--- src/verilog/cpuDataPath_params.svh ---
`ifndef CPU_DATA_PATH_PARAMS_SVH
`define CPU_DATA_PATH_PARAMS_SVH

// Width of the external data bus, the internal DL bus and the accumulator
// The core is byte oriented, so opcode and operand both fit one bus word
`define DATA_WIDTH 8

// Value left on a bus that nobody drives
// The real part precharges both buses high while the clock is low
`define BUS_IDLE {`DATA_WIDTH{1'b1}}

// Only the low bits of an opcode select the operation
`define ALU_OP_WIDTH 3

// Upper opcode bits are don't care
// NOP and ST carry no operand byte
// LD, ADD, SUB, AND, OR and XOR take exactly one operand byte

`endif

--- src/verilog/cpuDataPathPkg.sv ---
`default_nettype none

`include "cpuDataPath_params.svh"

package cpuDataPathPkg;

	// Any byte on DL, on the external bus or held in the accumulator
	typedef logic [`DATA_WIDTH-1:0] busByteT;

	// Operation field in the low opcode bits
	typedef enum logic [`ALU_OP_WIDTH-1:0] {
		NOP = 3'd0, // No operand, no effect
		LD  = 3'd1, // Accumulator <= operand
		ADD = 3'd2, // Carry out of the top bit
		SUB = 3'd3, // Carry holds the borrow
		AND = 3'd4,
		OR  = 3'd5,
		XOR = 3'd6,
		ST  = 3'd7  // Accumulator out to the external bus
	} aluOpT;

	// Decoder position within an instruction
	typedef enum logic {
		WaitOpcode  = 1'b0, // Next DL byte is an opcode
		WaitOperand = 1'b1  // Next DL byte feeds the ALU
	} decStateT;

endpackage

`default_nettype wire

--- src/verilog/dlBusIf.sv ---
`timescale 1ns/100ps
`default_nettype none

// Internal DL bus plus the strobes between decode, execute and result
interface dlBusIf;
	import cpuDataPathPkg::*;

	busByteT dl;      // Internal data bus, idle value when nothing is latched
	logic    dlValid; // One cycle, DL holds a fresh byte from outside
	aluOpT   aluOp;   // Operation for the pending operand
	logic    execute; // One cycle, ALU consumes DL
	logic    store;   // One cycle, accumulator goes out
	busByteT dv;      // Accumulator value toward the bus

	// Result stage owns DL
	modport mux (output dl, output dlValid, input store, input dv);

	// Decode stage reads DL and issues the strobes
	modport decoder (input dl, input dlValid, output aluOp, output execute, output store);

	// Execute stage
	modport alu (input dl, input aluOp, input execute, output dv);

endinterface

`default_nettype wire

--- src/verilog/aluCore.sv ---
`timescale 1ns/100ps
`default_nettype none

`include "cpuDataPath_params.svh"

module aluCore (
	input wire   CLK,       // Core clock
	input wire   arstN,     // Async reset, active low
	dlBusIf.alu  bus,
	output logic zeroFlag,  // Last executed result was zero
	output logic carryFlag  // Carry or borrow of the last arithmetic op
);
	import cpuDataPathPkg::*;

	busByteT              accumulator;
	busByteT              accNext;   // Result of the current operation
	logic                 carryNext;
	logic [`DATA_WIDTH:0] sumWide;   // One extra bit for the carry
	logic [`DATA_WIDTH:0] diffWide;  // Top bit is the borrow

	assign sumWide  = {1'b0, accumulator} + {1'b0, bus.dl};
	assign diffWide = {1'b0, accumulator} - {1'b0, bus.dl};

	always_comb begin
		accNext   = accumulator;
		carryNext = carryFlag; // Held unless the op says otherwise

		case (bus.aluOp)
			LD: begin
				accNext = bus.dl; // Carry untouched
			end
			ADD: begin
				accNext   = sumWide[`DATA_WIDTH-1:0];
				carryNext = sumWide[`DATA_WIDTH];
			end
			SUB: begin
				accNext   = diffWide[`DATA_WIDTH-1:0];
				carryNext = diffWide[`DATA_WIDTH];
			end
			AND: begin
				accNext   = accumulator & bus.dl;
				carryNext = 1'b0;
			end
			OR: begin
				accNext   = accumulator | bus.dl;
				carryNext = 1'b0;
			end
			XOR: begin
				accNext   = accumulator ^ bus.dl;
				carryNext = 1'b0;
			end
			default: begin
				// NOP and ST never come with execute
				accNext = accumulator;
			end
		endcase
	end

	// State only moves on an execute strobe
	always_ff @(posedge CLK or negedge arstN) begin
		if (!arstN) begin
			accumulator <= '0;
			zeroFlag    <= 1'b1; // Matches the cleared accumulator
			carryFlag   <= 1'b0;
		end
		else if (bus.execute) begin
			accumulator <= accNext;
			carryFlag   <= carryNext;
			zeroFlag    <= (accNext == '0);
		end
	end

	assign bus.dv = accumulator; // Operand path toward the result stage

endmodule

`default_nettype wire

--- src/verilog/cpuDataPath.sv ---
`timescale 1ns/100ps
`default_nettype none

module cpuDataPath (
	input wire                          CLK,          // Core clock
	input wire                          arstN,        // Async reset, active low
	input wire                          busDisable,   // Test input
	input wire cpuDataPathPkg::busByteT dataIn,       // External bus in
	input wire                          dataInStrobe, // One cycle per byte
	output cpuDataPathPkg::busByteT     dataOut,      // External bus out, FF when idle
	output logic                        dataOutValid, // Store result present
	output logic                        zeroFlag,
	output logic                        carryFlag
);

	// DL bus and strobes shared by the three stages
	dlBusIf dlBus ();

	// Decode
	instrDecoder decoder (
		.CLK   (CLK),
		.arstN (arstN),
		.bus   (dlBus.decoder)
	);

	// Execute
	aluCore alu (
		.CLK       (CLK),
		.arstN     (arstN),
		.bus       (dlBus.alu),
		.zeroFlag  (zeroFlag),
		.carryFlag (carryFlag)
	);

	// Result, the only block that touches the external bus
	dataMux mux (
		.CLK          (CLK),
		.arstN        (arstN),
		.busDisable   (busDisable),
		.dataIn       (dataIn),
		.dataInStrobe (dataInStrobe),
		.dataOut      (dataOut),
		.dataOutValid (dataOutValid),
		.bus          (dlBus.mux)
	);

endmodule

`default_nettype wire

--- src/verilog/dataMux.sv ---
`timescale 1ns/100ps
`default_nettype none

`include "cpuDataPath_params.svh"

module dataMux (
	input wire                          CLK,          // Core clock
	input wire                          arstN,        // Async reset, active low
	input wire                          busDisable,   // Test input, core cut off from the bus
	input wire cpuDataPathPkg::busByteT dataIn,       // External bus, inbound
	input wire                          dataInStrobe, // dataIn holds a byte this cycle
	output cpuDataPathPkg::busByteT     dataOut,      // External bus, outbound
	output logic                        dataOutValid, // One cycle per store
	dlBusIf.mux                         bus
);
	import cpuDataPathPkg::*;

	busByteT extToIntQ;  // External bus latch toward DL
	logic    dlValidQ;
	busByteT intToExtQ;  // DV latch toward the external bus
	logic    outValidQ;
	logic    acceptIn;   // Inbound byte is taken
	logic    acceptOut;  // Store reaches the external bus

	// Bus disable blocks both directions
	assign acceptIn  = dataInStrobe & ~busDisable;
	assign acceptOut = bus.store & ~busDisable;

	// Payload latches
	always_ff @(posedge CLK) begin
		if (acceptIn)
			extToIntQ <= dataIn;
		if (acceptOut)
			intToExtQ <= bus.dv; // Accumulator as seen in the store cycle
	end

	// Valid flags
	always_ff @(posedge CLK or negedge arstN) begin
		if (!arstN) begin
			dlValidQ  <= 1'b0;
			outValidQ <= 1'b0;
		end
		else begin
			dlValidQ  <= acceptIn;  // Pulse, one cycle per accepted byte
			outValidQ <= acceptOut;
		end
	end

	// Undriven buses float to the precharge value
	assign bus.dl      = dlValidQ ? extToIntQ : `BUS_IDLE;
	assign bus.dlValid = dlValidQ;

	assign dataOut      = outValidQ ? intToExtQ : `BUS_IDLE;
	assign dataOutValid = outValidQ;

endmodule

`default_nettype wire

--- src/verilog/instrDecoder.sv ---
`timescale 1ns/100ps
`default_nettype none

`include "cpuDataPath_params.svh"

module instrDecoder (
	input wire      CLK,   // Core clock
	input wire      arstN, // Async reset, active low
	dlBusIf.decoder bus
);
	import cpuDataPathPkg::*;

	decStateT state;      // Current position in the instruction
	decStateT stateNext;
	aluOpT    heldOp;     // Operation waiting for its operand
	aluOpT    heldOpNext;
	aluOpT    opcodeOp;   // DL read as an opcode
	logic     executeNext;
	logic     storeNext;

	// Bits above the operation field are ignored
	assign opcodeOp = aluOpT'(bus.dl[`ALU_OP_WIDTH-1:0]);

	// No register between dlValid and the strobes
	always_comb begin
		stateNext   = state;
		heldOpNext  = heldOp;
		executeNext = 1'b0;
		storeNext   = 1'b0;

		case (state)
			WaitOpcode: begin
				if (bus.dlValid) begin
					case (opcodeOp)
						NOP: begin
							// Consumed without any effect
							stateNext = WaitOpcode;
						end
						ST: begin
							storeNext = 1'b1; // No operand follows
						end
						default: begin
							heldOpNext = opcodeOp;   // Remember for the operand
							stateNext  = WaitOperand;
						end
					endcase
				end
			end

			WaitOperand: begin
				if (bus.dlValid) begin
					executeNext = 1'b1;  // Operand is on DL right now
					stateNext   = WaitOpcode;
				end
			end
		endcase
	end

	always_ff @(posedge CLK or negedge arstN) begin
		if (!arstN) begin
			state  <= WaitOpcode;
			heldOp <= NOP;
		end
		else begin
			state  <= stateNext;
			heldOp <= heldOpNext;
		end
	end

	// Strobes are combinational pulses in the dlValid cycle
	assign bus.execute = executeNext;
	assign bus.store   = storeNext;

	// Operation stays stable for the whole operand wait
	assign bus.aluOp = heldOp;

endmodule

`default_nettype wire
--- config.mk ---
export PLATFORM = sky130hd
export DESIGN_NAME = cpuDataPath
export DESIGN_NICKNAME = d
export VERILOG_FILES = /design/src/verilog/cpuDataPathPkg.sv /design/src/verilog/dlBusIf.sv /design/src/verilog/aluCore.sv /design/src/verilog/cpuDataPath.sv /design/src/verilog/dataMux.sv /design/src/verilog/instrDecoder.sv
export VERILOG_INCLUDE_DIRS = /design/src /design/src/verilog
export SDC_FILE = /design/constraint.sdc
export NUM_CORES = 1
export LEC_CHECK = 0
export BUFFER_PORTS_ARGS = -buffer_cell sky130_fd_sc_hd__buf_2
export CORE_MARGIN = 2
export CORE_UTILIZATION = 45
export CTS_CLUSTER_SIZE = 30
export DETAILED_ROUTE_END_ITERATION = 6
export GPL_TIMING_DRIVEN = 0
export HOLD_SLACK_MARGIN = 0.12
export PLACE_DENSITY = 0.66
export SLEW_MARGIN = 10
export SYNTH_ARGS = -nofsm -noshare
export SYNTH_HDL_FRONTEND = slang
export SYNTH_HIERARCHICAL = 1
export SYNTH_SLANG_ARGS = --single-unit
--- constraint.sdc ---
create_clock -name CLK -period 5.4 [get_ports CLK]
set_input_delay 0.81 -clock CLK [delete_from_list [all_inputs] [get_ports CLK]]
set_output_delay 0.81 -clock CLK [all_outputs]
set_load 0.01 [all_outputs]
# Word level (Yosys, flattened, before mapping)
# Index checks and enable logic that the tools add are counted.
# word_totals
out_inout_bits,11
inputBits,12
wordCells,46
regBits,32
# op_classes
n_eq_ne,7
n_addsub,2
bitwise_logic,8
reduce_logical,7
mux,13
# ops
cell,n
8-bit case mux with 6 select lines,1
8-bit two-way mux,2
3-bit == test (second input constant),4
8-bit by 8-bit adder with 9-bit output,1
8-bit by 8-bit subtractor with 9-bit output,1
8-bit AND,1
8-bit logical NOT,1
1-bit two-way mux,8
8-bit bitwise OR,1
8-bit XOR,1
3-bit by 2-bit == test with 1-bit output (second input constant),2
3-bit by 1-bit == test with 1-bit output (second input constant),1
3-bit logical NOT,1
1-bit NOT,3
1-bit case mux with 3 select lines,1
3-bit AND reduction,1
3-bit nonzero test,1
3-bit OR reduction,1
1-bit AND,2
1-bit case mux with 2 select lines,1
2-bit AND reduction,1
2-bit OR reduction,1

# Depth between registers and ports, before layout
# depth
ltp_word,6
depth_mapped,11
depth_no_buf,10

# Hierarchy
# Netlist, hierarchy kept.
# modules_own_cells
module,seq_area_each_um2,area_per_inst_um2,cells_each,instances
aluCore,251.5,1825.5,243,1
dataMux,530.5,643.1,36,1
instrDecoder,100.1,259.0,29,1

# Least setup slack after synthesis
# No wires, ideal clock.
# synth_timing
path_kind,register to register
startpoint,reg mux.dlValidQ (netlist: mux/bus.dlValid)
endpoint,reg alu.zeroFlag
synth_period_minus_slack_ns,2.722
n_path_buf,0
t_required_ns,5.314
t_arrival_ns,2.636
path_slack_ns,2.678
setup_ns,0.086
path_stages_with_launch,10
path_cell_list,dfrtp_1 -> nand2b_1 -> inv_1 -> ha_1 -> a21oi_1 -> or3_1 -> and3_4 -> a311o_1 -> o32a_1 -> o31ai_2
# synth_via
elab_chain_cells,4
word_cells_on_any_way,10
cone_classes,2 x add/sub; 4 x mux; 3 x bitwise; 1 x reduce/logical
# synth_lines
item,line,text
from (decl),dataMux.sv:19,logic dlValidQ;
from (signal assigned),dataMux.sv:44,dlValidQ <= acceptIn;
8-bit two-way mux (no source line) *,n/a,
via dlBus.dl[1],dlBusIf.sv:8,busByteT dl;
"8-bit by 8-bit subtractor with 9-bit output, or another cell as far along",aluCore.sv:22,"assign diffWide = {1'b0, accumulator} - {1'b0, bus.dl};"
8-bit case mux with 6 select lines *,aluCore.sv:28,case (bus.aluOp)
8-bit logical NOT *,aluCore.sv:69,zeroFlag <= (accNext == '0);
to (signal assigned),aluCore.sv:69,
to (decl),aluCore.sv:10,"output logic zeroFlag,"
# The timed path passes the listed nets; every way through them passes the cells marked *.
# A chain may end at the register's enable or synchronous reset.

# Final worst setup path
# Ends and elaborated chain as after synthesis.

==> results.toml <==
[final_layout]
seqCellArea_sq_um = 882
final_cell_mix = "30 x buf_2, 29 x a21oi_1, 25 x nand2b_1"
drive_above_1_share_pct = 17.5
multi_input_area_sq_um = 1670
antenna_cells = 0
syn_to_final_growth_pct = 11.1
final_common_cell = "buf_2"
fin_util_pct = 51.5
fin_nets = 375
fillers = 579
fin_area_sq_um = 3030

[sta]
period_share_pct = 60.8
setup_viol = 0
clock_skew_ns = 0.00600
max_slew_margin_pct = 49.2
holdWs_ns = 0.441
timing.final.crit_period_ns = 3.28
rsz0062_at_grt = "no"
tns_ns = 0
setup_ws_ns = 2.12
fmax_mhz = 305
maxSlewViolCount = 0
final_hold_viol_count = 0
worst_pin_slew_ns = 0.761

[critical_path]
cp-startpoint = "mux/bus.dlValid$_DFF_PN0_"
cp_slowest_cell = "dfrtp_1"
crit_path_end = "alu/zeroFlag$_DFFE_PN1P_"
cp_max_fo = 13
critPathLaunchType = "flop"
r2r-start = "mux/bus.dlValid$_DFF_PN0_"
rrSetupSlack_ns = 2.12
cp_slowest_stage_delay_ns = 0.57
cp_cell_sequence = "nand2b_1 > ha_1 > fa_1 > xnor2_1 > nor2_1 > a211o_1 > a21oi_1 > nor3b_1 > o2111ai_1 > o31ai_2"
end_kind = "flop"
reg2reg_to = "alu/zeroFlag$_DFFE_PN1P_"
arrival_ns = 3.48
r2r_cells = 10
required_ns = 5.59
critPathKind = "reg -> reg"

[pwr]
clock_power_share_pct = 17.0
power_density_nw_per_um2 = 381
sw_frac_of_total_pct = 41.3
ir_drop_uv = 178
seq_power_share_pct = 32.6
power_frac_comb_pct = 50.5
power_leakage_nw = 1.28
switchingPower_mw = 0.476
p_int_mw = 0.678

[routing]
viasPerCell = 5.84
via_count = 2412
first_pass_iters = 5
antenna_left = 0
drt-total-wl_um = 6820
drc = 0
drtIter0Drc = 247
wire_per_inst_um = 16.5

[synth]
synth_edf_count = 16
avgSynthCellArea_sq_um = 8.86
synth_nets = 346
ys.flop_type = "edfxtp_1"
async_reset_ff_share_pct = 50.0
ys_seq_area_share_pct = 32.3
ys_seq_elements = 32
ys_types = 69
yosys_warnings = 6
syn_area_sq_um = 2730
netlist_instances = 308

[grt]
grt_usage_pct = 22.4
grt_pass1_vias = 2268
grt_pass1_wl_um = 11300
grt-ovfl-total = 0
antenna_found_initial = 0
grt_max_degree = 17

[floorplanning]
die_w_um = 81.9
core_area_sq_um = 5890
start_util_pct = 46.3
die_h_um = 81.9
row_count = 28
dieArea_sq_um = 6700
io_pins = 23

[clocking]
cts_tree = "done"
cts.path.max_buffers = 2
worst_skew_pair.late_latency_ns = 0.28
hold_buffers = 0
cts_buffers = 5
cts_root_buffer = "clkbuf_8"
clock_sinks = 32
clk_pin_slew_ns = 0.06
post_cts_buffers = 0
htreeDepth = 2
cts_resized = 0

[place]
place_area_sq_um = 2930
dp_hpwl_um = 5270
io_buffers = 22
post-place-ws_ns = 2.14
place_congestion = 0.910

[outcome]
status = "completed"

[job]
maxCapViolCount = 0

[min_path]
hp-class = "in -> async"
layer usage:
layer / vias to the layer above / track usage [%] / routed length (um) / share of wire [%]
li1: 1170 / - / - / -
met1: 1145 / 30.4 / 3130 / 46
met2: 93 / 36.6 / 3260 / 48
met3: 4 / 4.29 / 389 / 5.7
met4: 0 / 5.50 / 38 / 0.56
met5: - / 0 / 0 / 0
worst min path at each step:
stage,slack (ns),startpoint,to
finish,0.44,arstN,decoder/bus.aluOp[2]$_DFFE_PN0P_
global route,0.46,arstN,decoder/bus.aluOp[2]$_DFFE_PN0P_
CTS,0.45,arstN,decoder/state$_DFF_PN0_
detailed placement,0.47,alu/carryFlag$_DFFE_PN0P_,alu/carryFlag$_DFFE_PN0P_
global placement,0.47,alu/carryFlag$_DFFE_PN0P_,alu/carryFlag$_DFFE_PN0P_
floorplan,0.47,alu/bus.dv[0]$_DFFE_PN0P_,mux/intToExtQ[0]$_DFFE_PP_
registers in the layout (all words and copies together) (netlist names):
name,count
alu/zeroFlag,1
alu/bus.dv,8
decoder/bus.aluOp,3
mux/dataOutValid,1
decoder/state,1
mux/extToIntQ,8
mux/bus.dlValid,1
alu/carryFlag,1
mux/intToExtQ,8
power by group through the flow:
| stage | sequential [mW] | combinational, mW | clock (mW) |
|---|---|---|---|
| after CTS | 0.376 | 0.577 | 0.201 |
| after global placement | 0.380 | 0.563 | 0 |
| after detailed placement | 0.381 | 0.573 | 0 |
| after global routing | 0.385 | 0.653 | 0.213 |
| final | 0.376 | 0.583 | 0.196 |
| after floorplan | 0.359 | 0.451 | 0 |
cells by family after synthesis:
logic type / count (synthesis) / share of synthesized area, %
simple gates: 99 / 20.5
compound gates: 99 / 24.7
fa+ha+maj: 26 / 12.5
flops: 32 / 32.3
xor+xnor: 6 / 1.93
mux: 4 / 1.51
buf+inv: 42 / 6.56
synth_stat cells (3+ instances only):
library cell	n	area (sq um)
o2bb2ai_1	3	26.3
nor3_1	9	45.0
a21oi_1	29	145
edfxtp_1	16	480
o221ai_1	3	26.3
buf_2	8	40.0
nor4_1	3	18.8
mux2i_1	3	30.0
nand2b_1	25	156
o22ai_1	7	43.8
nor2_1	16	60.1
nand3_1	5	25.0
o21ai_0	17	85.1
o21ba_2	3	30.0
inv_1	24	90.1
clkbuf_1	3	11.3
buf_1	4	15.0
or3_1	3	18.8
ha_1	24	300
nand2_1	11	41.3
o21a_1	4	30.0
xnor2_1	5	43.8
nand3b_1	3	22.5
nor2b_1	10	62.6
dfrtp_1	15	375
final cells by class:
cell class | instances | area share, %
timing repair buffer | 22 | 3.63
buffer | 17 | 2.81
clock buffer | 8 | 3.30
multi-input combinational | 234 | 55.0
sequential | 32 | 29.1
inverter | 25 | 3.10
tap | 75 | 3.10
stage by stage:
| step | instances | total power, mW |
|---|---|---|
| final | 413 | 1.15 |
| after global routing | 413 | 1.25 |
| after detailed placement | 405 | 0.954 |
| after floorplan | 308 | 0.811 |
| after CTS | 413 | 1.15 |
| after global placement | 405 | 0.943 |
critical path: cells and delay by family (launching register included):
kind            cells  cell delay, ns
fa+ha+maj           2            0.83
compound gates      4            0.94
flops               1            0.57
simple gates        3            0.68
xor+xnor            1            0.17
(Power assumes the default switching activity.)
